**src/verilog/rv_core_pkg.sv**
```systemverilog
package rv_core_pkg;

  // ==============================
  // widths
  // ==============================

  // data and address width
  localparam int XLEN = 64;

  // ==============================
  // major opcodes
  // ==============================

  localparam logic [6:0] OPC_OP        = 7'b0110011;
  localparam logic [6:0] OPC_OP_IMM    = 7'b0010011;
  localparam logic [6:0] OPC_OP_32     = 7'b0111011;
  localparam logic [6:0] OPC_OP_IMM_32 = 7'b0011011;
  localparam logic [6:0] OPC_LUI       = 7'b0110111;
  localparam logic [6:0] OPC_AUIPC     = 7'b0010111;
  localparam logic [6:0] OPC_JAL       = 7'b1101111;
  localparam logic [6:0] OPC_JALR      = 7'b1100111;
  localparam logic [6:0] OPC_BRANCH    = 7'b1100011;

  // ==============================
  // alu operations
  // ==============================

  // word form is a separate flag, not encoded here
  typedef enum logic [3:0] {
    ALU_ADD,
    ALU_SUB,
    ALU_SLT,
    ALU_SLTU,
    ALU_AND,
    ALU_OR,
    ALU_XOR,
    ALU_SLL,
    ALU_SRL,
    ALU_SRA,
    // forwards operand b, used by lui
    ALU_PASS_B
  } alu_op_e;

endpackage
```
**src/verilog/rv_decoder.sv**
```systemverilog
module rv_decoder (
  input  logic [31:0]                  inst_i,
  input  logic [rv_core_pkg::XLEN-1:0] pc_i,
  input  logic [rv_core_pkg::XLEN-1:0] rs1_data_i,
  input  logic [rv_core_pkg::XLEN-1:0] rs2_data_i,
  output logic [4:0]                   rs1_addr_o,
  output logic [4:0]                   rs2_addr_o,
  output logic [4:0]                   rd_addr_o,
  output logic                         rd_we_o,
  output rv_core_pkg::alu_op_e         alu_op_o,
  output logic                         alu_word_o,
  output logic [rv_core_pkg::XLEN-1:0] op_a_o,
  output logic [rv_core_pkg::XLEN-1:0] op_b_o,
  output logic                         jump_o,
  output logic [rv_core_pkg::XLEN-1:0] target_o,
  output logic                         illegal_o
);
  import rv_core_pkg::*;

  logic [6:0]      opcode;
  logic [2:0]      funct3;
  logic [6:0]      funct7;
  logic            f7_zero;
  logic            f7_alt;

  logic [XLEN-1:0] imm_i;
  logic [XLEN-1:0] imm_u;
  logic [XLEN-1:0] imm_j;
  logic [XLEN-1:0] imm_b;
  logic [XLEN-1:0] imm;

  logic            op_ok;
  logic            op_imm_ok;
  logic            op_32_ok;
  logic            op_imm_32_ok;
  logic            legal;

  logic            br_eq;
  logic            br_lt;
  logic            br_ltu;
  logic            br_taken;

  alu_op_e         func_op;
  logic            sel_pc;
  logic            sel_imm;
  logic            sel_four;
  logic            rd_we;
  logic            jump;
  logic [XLEN-1:0] jalr_sum;

  // ==============================
  // instruction fields
  // ==============================

  assign opcode     = inst_i[6:0];
  assign funct3     = inst_i[14:12];
  assign funct7     = inst_i[31:25];
  assign rd_addr_o  = inst_i[11:7];
  assign rs1_addr_o = inst_i[19:15];
  assign rs2_addr_o = inst_i[24:20];

  assign f7_zero = (funct7 == 7'b0000000);
  assign f7_alt  = (funct7 == 7'b0100000);

  // sign extended immediates
  assign imm_i = {{(XLEN-12){inst_i[31]}}, inst_i[31:20]};
  assign imm_u = {{(XLEN-32){inst_i[31]}}, inst_i[31:12], 12'b0};
  assign imm_j = {{(XLEN-21){inst_i[31]}}, inst_i[31], inst_i[19:12], inst_i[20],
                  inst_i[30:21], 1'b0};
  assign imm_b = {{(XLEN-13){inst_i[31]}}, inst_i[31], inst_i[7], inst_i[30:25],
                  inst_i[11:8], 1'b0};

  // ==============================
  // encoding checks per class
  // ==============================

  // only add/sub and srl/sra have an alternate funct7
  assign op_ok = f7_zero || (f7_alt && (funct3 == 3'b000 || funct3 == 3'b101));

  // bits 31:26 hold the shift type, bit 25 is shamt[5]
  assign op_imm_ok = (funct3 == 3'b001) ? (inst_i[31:26] == 6'b000000) :
                     (funct3 == 3'b101) ? (inst_i[31:26] == 6'b000000 ||
                                           inst_i[31:26] == 6'b010000) :
                     1'b1;

  assign op_32_ok = (funct3 == 3'b000 || funct3 == 3'b101) ? (f7_zero || f7_alt) :
                    (funct3 == 3'b001) ? f7_zero :
                    1'b0;

  // word shifts with shamt[5] set fail the funct7 check
  assign op_imm_32_ok = (funct3 == 3'b000) ? 1'b1 :
                        (funct3 == 3'b001) ? f7_zero :
                        (funct3 == 3'b101) ? (f7_zero || f7_alt) :
                        1'b0;

  // ==============================
  // branch resolution
  // ==============================

  assign br_eq  = (rs1_data_i == rs2_data_i);
  assign br_lt  = ($signed(rs1_data_i) < $signed(rs2_data_i));
  assign br_ltu = (rs1_data_i < rs2_data_i);

  always_comb begin
    case (funct3)
      3'b000:  br_taken = br_eq;
      3'b001:  br_taken = !br_eq;
      3'b100:  br_taken = br_lt;
      3'b101:  br_taken = !br_lt;
      3'b110:  br_taken = br_ltu;
      3'b111:  br_taken = !br_ltu;
      default: br_taken = 1'b0;
    endcase
  end

  // alu operation from funct3, shared by all four arithmetic classes
  always_comb begin
    case (funct3)
      3'b000:  func_op = ((opcode == OPC_OP || opcode == OPC_OP_32) && funct7[5]) ?
                         ALU_SUB : ALU_ADD;
      3'b001:  func_op = ALU_SLL;
      3'b010:  func_op = ALU_SLT;
      3'b011:  func_op = ALU_SLTU;
      3'b100:  func_op = ALU_XOR;
      3'b101:  func_op = funct7[5] ? ALU_SRA : ALU_SRL;
      3'b110:  func_op = ALU_OR;
      default: func_op = ALU_AND;
    endcase
  end

  // ==============================
  // main decode
  // ==============================

  always_comb begin
    alu_op_o   = ALU_ADD;
    alu_word_o = 1'b0;
    sel_pc     = 1'b0;
    sel_imm    = 1'b0;
    sel_four   = 1'b0;
    imm        = imm_i;
    rd_we      = 1'b0;
    jump       = 1'b0;
    legal      = 1'b0;
    case (opcode)
      OPC_OP: begin
        alu_op_o = func_op;
        rd_we    = 1'b1;
        legal    = op_ok;
      end
      OPC_OP_IMM: begin
        alu_op_o = func_op;
        sel_imm  = 1'b1;
        rd_we    = 1'b1;
        legal    = op_imm_ok;
      end
      OPC_OP_32: begin
        alu_op_o   = func_op;
        alu_word_o = 1'b1;
        rd_we      = 1'b1;
        legal      = op_32_ok;
      end
      OPC_OP_IMM_32: begin
        alu_op_o   = func_op;
        alu_word_o = 1'b1;
        sel_imm    = 1'b1;
        rd_we      = 1'b1;
        legal      = op_imm_32_ok;
      end
      OPC_LUI: begin
        alu_op_o = ALU_PASS_B;
        imm      = imm_u;
        sel_imm  = 1'b1;
        rd_we    = 1'b1;
        legal    = 1'b1;
      end
      OPC_AUIPC: begin
        imm     = imm_u;
        sel_pc  = 1'b1;
        sel_imm = 1'b1;
        rd_we   = 1'b1;
        legal   = 1'b1;
      end
      // link value is pc + 4 through the alu adder
      OPC_JAL: begin
        imm      = imm_j;
        sel_pc   = 1'b1;
        sel_four = 1'b1;
        rd_we    = 1'b1;
        jump     = 1'b1;
        legal    = 1'b1;
      end
      OPC_JALR: begin
        sel_pc   = 1'b1;
        sel_four = 1'b1;
        rd_we    = 1'b1;
        jump     = 1'b1;
        legal    = (funct3 == 3'b000);
      end
      OPC_BRANCH: begin
        imm   = imm_b;
        jump  = br_taken;
        legal = (funct3[2:1] != 2'b01);
      end
      default: begin
        legal = 1'b0;
      end
    endcase
  end

  // ==============================
  // operands and next pc
  // ==============================

  assign op_a_o = sel_pc ? pc_i : rs1_data_i;
  assign op_b_o = sel_four ? XLEN'(4) : (sel_imm ? imm : rs2_data_i);

  assign jalr_sum = rs1_data_i + imm_i;
  assign target_o = (opcode == OPC_JALR) ? {jalr_sum[XLEN-1:1], 1'b0} : pc_i + imm;

  // unimplemented encodings behave as a no-op
  assign rd_we_o   = rd_we && legal;
  assign jump_o    = jump && legal;
  assign illegal_o = !legal;

endmodule

```
**config.mk**
```make
export PLATFORM = sky130hd
export DESIGN_NAME = rv_decoder
export DESIGN_NICKNAME = d
export VERILOG_FILES = /design/src/verilog/rv_core_pkg.sv /design/src/verilog/rv_decoder.sv
export SDC_FILE = /design/constraint.sdc
export NUM_CORES = 1
export LEC_CHECK = 0
export BUFFER_PORTS_ARGS = -buffer_cell sky130_fd_sc_hd__buf_2
export CORE_AREA = 2 2 170 172
export DETAILED_ROUTE_END_ITERATION = 10
export DIE_AREA = 0 0 172 174
export PLACE_DENSITY = 0.71
export RECOVER_POWER = 100
export SLEW_MARGIN = 15
export SYNTH_ARGS = -nofsm -noshare
export SYNTH_HDL_FRONTEND = slang
export SYNTH_SLANG_ARGS = --single-unit
```
**constraint.sdc**
```tcl
create_clock -name vclk -period 17.9
set_input_delay 3.58 -clock vclk [all_inputs]
set_output_delay 3.58 -clock vclk [all_outputs]
set_load 0.005 [all_outputs]
```
==> results_dict.tcl, run 1 <==
set metrics [dict create \
    cts_hold_buf 0 \
    max_freq_mhz 67.5 \
    setup-tns-final_ns 0 \
    synth_area_leaders "ha_1 20%, a21oi_1 11%, a21o_1 6.3%" \
    vias 15100 \
    grt_pass1_wl_um 78900 \
    worst_slack_ns 3.08 \
    worstPathArrival_ns 11.24 \
    die_width_um 172 \
    seq_cell_count 0 \
    synth_top_area_cell "ha_1" \
    wl_per_cell_um 21.1 \
    grt_antenna_before_repair 6 \
    finalCriticalPeriod_ns 14.82 \
    wirelength_um 53400 \
    core_um2 28200 \
    slew_violations 246 \
    gr-usage-all-layers_pct 33.5 \
    endpoint_kind "primary output" \
    routabilityCongestion 0.980 \
    drt-pass1-iter-count 5 \
    ant_nets 0 \
    pin_count 439 \
    leakagePower_nw 6.88 \
    cap_violations 5 \
    syn_inst 1810 \
    hold_violations 0 \
    hold_path.class "in -> out" \
    critPathMaxStageDelay_ns 2.43 \
    synthToLayoutAreaGrowth_pct 17.6 \
    mostFrequentLayoutCell "buf_2" \
    die_h_um 174 \
    drt_iter0_drc 1064 \
    hpwl_um 44900 \
    die_area_um2 29900 \
    startpoint_type "input pin" \
    critPathKind "in -> out" \
    nClkBuffers 0 \
    layout_common_cells "289 x buf_2, 260 x a21oi_1, 194 x nand2_1" \
    rows 62 \
    preCtsSetupSlack_ns 5.52 \
    worst_path_max_delay_cell "clkbuf_1" \
    syn_area_um2 11900 \
    grt_overflow 0 \
    initial_core_util_pct 42.1 \
    max-vdd-ir-drop_v 0.0000162 \
    status "complete, but fails checks" \
    syn_avg_cell_area_um2 6.57 \
    yosysSeqAreaShare_pct 0 \
    ctsResizeCount 0 \
    critPathMaxFanout 65 \
    period_share_pct 82.8 \
    regArea_um2 0 \
    vias_per_cell 5.94 \
    grt_pass1_vias 14400 \
    failed_checks "capacitance limit, slew limit" \
    syn_nets 2225 \
    post_cts_buffers 0 \
    drive_above_1_share_pct 19.3 \
    grt_max_degree 68 \
    crit_start "inst_i[2]" \
    crit_required_ns 14.32 \
    fill_cells 3138 \
    fin_nets 2565 \
    crit_chain "clkbuf_1 > nand3_1 > nor2_4 > clkbuf_1 > nand2_1 > nand2_1 > nor3b_1 > ha_1 > fa_1 > a211oi_1 > nor2_1 > o311ai_0 > nand3_2 > a21oi_1 > o31a_1 > o21a_1 > o31ai_4 > a221oi_2 > xor2_1 > a21oi_1 > buf_2" \
    hp-start "inst_i[7]" \
    synth-warning-count 0 \
    maxSlewHeadroom_pct -129 \
    rsz0062_at_grt "no" \
    yosysUniqueCellTypes 86 \
    drc 0 \
    worstMarginPinSlew_ns 3.44 \
    p_total_mw 0.505 \
    cellPowerDensity_nw_per_um2 36.2 \
    numPortBuffers 439 \
    setup_viol 0 \
    synth_top_area_share_pct 19.9 \
]
[final cells by class]
| class | instances | area, µm² | share of cell area [%] |
|---|---|---|---|
| Multi-Input combinational cell | 1599 | 11000 | 78.7 |
| Timing Repair Buffer | 449 | 2110 | 15.1 |
| Tap cell | 384 | 480 | 3.44 |
| Inverter | 100 | 375 | 2.69 |
| Antenna cell | 5 | 12.5 | 0.0896 |
[logic make-up after synthesis]
| group | count (synthesis) | share of synthesized area, % |
|---|---|---|
| mux | 68 | 6.38 |
| compound gates | 657 | 34.8 |
| simple gates | 564 | 22.3 |
| xor+xnor | 119 | 8.77 |
| fa+ha+maj | 191 | 20.2 |
| buf+inv | 211 | 7.49 |
[synthesized netlist by cell type (8+ instances only)]
cell / number
nor3_1: 25
inv_1: 100
o21a_1: 22
nor2_1: 150
a31oi_1: 21
a21oi_1: 259
nor2b_1: 18
xor2_1: 63
xnor2_1: 56
nand2_1: 194
nand3_1: 32
buf_2: 10
a21o_1: 99
and3_1: 15
or3_1: 15
buf_4: 18
clkbuf_1: 79
o21bai_1: 23
a211oi_1: 16
o21ai_0: 117
and2_1: 17
o211ai_1: 8
mux2_2: 62
ha_1: 189
nand4_1: 50
o31ai_1: 9
nand2b_1: 19
[final timing paths]
path	to	slack, ns	cells after the start
setup / recovery	target_o[60]	3.08	21
hold / removal	rd_addr_o[0]	7.35	2
[power breakdown]
part | switching, mW | leakage, nW | internal (mW)
clock network | 0 | 0.0000317 | 0.0000000377
registers | 0 | 0 | 0
logic | 0.303 | 6.88 | 0.202
total | 0.303 | 6.88 | 0.202
[stage by stage]
step	area (µm²)	hold slack (ns)	instances	utilization, %
after CTS	14200	7.35	2532	50.2
after global routing	14000	7.36	2537	49.5
final	14000	7.35	2537	49.5
after detailed placement	14200	7.35	2532	50.2
after floorplan	11900	7.24	1810	-
after global placement	14200	7.35	2532	50.2
[routing by layer]
layer / track usage (%) / routed length (µm)
met1: 39.3 / 21200
met2: 61.4 / 26300
met3: 2.96 / 3530
met4: 14.0 / 2450
met5: 0 / 11
[worst max-delay path: cells and delay by family]
family,cells,cell delay [ns]
adders and majority gates,2,0.69
AOI/OAI and AO/OA,8,2.47
xor gates and xnor gates,1,0.19
and+or+nand+nor,7,1.51
buffers and inverters,3,2.77
Power figures use the tool's default switching activity.
==> run 2, diff against run 1 <==
--- a/config.mk
+++ b/config.mk
@@ -5,11 +5,12 @@
 export SDC_FILE = /design/constraint.sdc
 export NUM_CORES = 1
 export LEC_CHECK = 0
+export ABC_AREA = 1
 export BUFFER_PORTS_ARGS = -buffer_cell sky130_fd_sc_hd__buf_2
-export CORE_AREA = 2 2 170 172
+export CORE_AREA = 2 2 173 175
 export DETAILED_ROUTE_END_ITERATION = 10
-export DIE_AREA = 0 0 172 174
-export PLACE_DENSITY = 0.71
+export DIE_AREA = 0 0 175 177
+export PLACE_DENSITY = 0.77
 export RECOVER_POWER = 100
 export SLEW_MARGIN = 15
 export SYNTH_ARGS = -nofsm -noshare
==> constraint.sdc (replaced) <==
create_clock -name vclk -period 12.1
set_input_delay 2.42 -clock vclk [all_inputs]
set_output_delay 2.42 -clock vclk [all_outputs]
set_load 0.005 [all_outputs]
==> results_dict.tcl, run 2 <==
set metrics [dict create \
    holdWs_ns 5.04 \
    ant_nets 0 \
    setup_viol 0 \
    yosysUniqueCellTypes 61 \
    hold_path.class "in -> out" \
    worstPathArrival_ns 8.02 \
    die_area_um2 31000 \
    mostFrequentLayoutCell "nand2_1" \
    synth-warning-count 0 \
    period_share_pct 86.3 \
    syn_area_um2 13200 \
    grt_max_degree 67 \
    worstMarginPinSlew_ns 3.76 \
    syn_inst 2391 \
    synth_common_cells "500 x nand2_1, 350 x inv_1, 325 x a21oi_1" \
    initial_core_util_pct 45.2 \
    die_width_um 175 \
    slew_violations 194 \
    core_um2 29200 \
    vias_per_cell 5.84 \
    hold_depth 2 \
    syn_nets 2806 \
    critPathKind "in -> out" \
    vias 18500 \
    hp-start "inst_i[7]" \
    failed_checks "capacitance limit, slew limit" \
    drive_above_1_share_pct 16.6 \
    maxSlewHeadroom_pct -151 \
    synthToLayoutAreaGrowth_pct 17.0 \
    wl_per_cell_um 22.0 \
    crit_required_ns 9.68 \
    hold_violations 0 \
    pin_count 439 \
    drc 0 \
    grt_antenna_before_repair 3 \
    synth_top_area_cell "ha_1" \
    wirelength_um 69800 \
    numPortBuffers 439 \
    post_cts_buffers 0 \
    setup-tns-final_ns 0 \
    routabilityCongestion 1.10 \
    cap_violations 3 \
    yosysSeqAreaShare_pct 0 \
    synth_area_leaders "ha_1 18%, nand2_1 14%, a21oi_1 12%" \
    fin_nets 3194 \
    grt_pass1_vias 17400 \
    drt_iter0_drc 1395 \
    fill_cells 3226 \
    die_h_um 177 \
    critPathMaxFanout 66 \
    drt-pass1-iter-count 6 \
    rsz0062_at_grt "no" \
    syn_avg_cell_area_um2 5.52 \
    worst_slack_ns 1.66 \
    max-vdd-ir-drop_v 0.0000255 \
    startpoint_type "input pin" \
    rows 63 \
    preCtsSetupSlack_ns 2.95 \
    leakagePower_nw 7.87 \
    max_freq_mhz 95.7 \
    final_util_pct 52.8 \
    multi_input_area_um2 11500 \
    cts_hold_buf 0 \
    status "complete, but fails checks" \
    layout_common_cells "501 x nand2_1, 352 x inv_1, 325 x a21oi_1, 325 x buf_2, 278 x nor2_1" \
    gr-usage-all-layers_pct 42.8 \
    regArea_um2 0 \
    cellPowerDensity_nw_per_um2 51.4 \
    ctsResizeCount 0 \
    hpwl_um 60800 \
    yosysMostFrequentCell "nand2_1" \
    grt_pass1_wl_um 100000 \
    endpoint_kind "primary output" \
    crit_start "inst_i[1]" \
    nClkBuffers 0 \
    grt_overflow 0 \
    finalCriticalPeriod_ns 10.44 \
    synth_top_area_share_pct 17.9 \
    whs_endpoint "rd_addr_o[0]" \
    seq_cell_count 0 \
]
## run 2: cell type report
cell class / instances / area share [%]
Inverter: 362 / 8.83
Multi-Input combinational cell: 1970 / 74.3
Antenna cell: 1 / 0.0162
Tap cell: 390 / 3.16
Timing Repair Buffer: 445 / 13.7
## run 2: how the worst max path moves through the flow
stage          depth (start not counted)      endpoint  slack [ns]
6_report                              13  target_o[17]        1.66
5_1_grt                               13  target_o[17]        1.31
4_1_cts                               30  target_o[48]        2.93
3_5_place_dp                          30  target_o[48]        2.95
3_3_place_gp                          23  target_o[37]        3.01
2_1_floorplan                         21  target_o[62]        4.65
## run 2: cells by family after synthesis
logic type	Yosys count	share of synthesized area [%]
adder cells (fa/ha/maj)	191	18.2
buffers and inverters	421	12.8
AO/OA/AOI/OAI	725	31.1
AND/OR/NAND/NOR	961	30.5
multiplexers	62	5.29
XOR/XNOR	31	2.06
## run 2: metrics by stage
| stage | instance area, µm² | power (mW) | cells |
|---|---|---|---|
| final | 15400 | 0.793 | 3168 |
| after global routing | 15400 | 0.861 | 3167 |
| after CTS | 15600 | 0.783 | 3167 |
| after detailed placement | 15600 | 0.779 | 3167 |
| after global placement | 15600 | 0.773 | 3167 |
| after floorplan | 13200 | 0.459 | 2391 |
## run 2: layer usage
| layer | track usage [%] | part of all wire (%) | vias to the layer above | routed length, µm |
|---|---|---|---|---|
| li1 | - | - | 8827 | - |
| met1 | 45.8 | 36 | 8372 | 25000 |
| met2 | 73.7 | 46 | 1022 | 32000 |
| met3 | 4.60 | 6.9 | 286 | 4830 |
| met4 | 40.9 | 11 | 2 | 7960 |
| met5 | 0 | 0.019 | - | 13 |
## run 2: where the power goes
group	internal, mW	total, mW	switching (mW)
registers	0	0	0
logic	0.269	0.793	0.524
clock network	0.00000000631	0.00000000632	0
total	0.269	0.793	0.524
## run 2: worst max-delay path: stages
cell and delay [ns]:
buf_2 0.08, nand2_1 0.07, nor2_1 0.11, inv_1 0.12, nor2_8 0.42, inv_4 0.27
nor2_1 0.16, clkbuf_1 2.47, inv_2 0.41, buf_4 0.55, nor3_1 0.65, a21oi_1 0.12
clkbuf_1 0.15
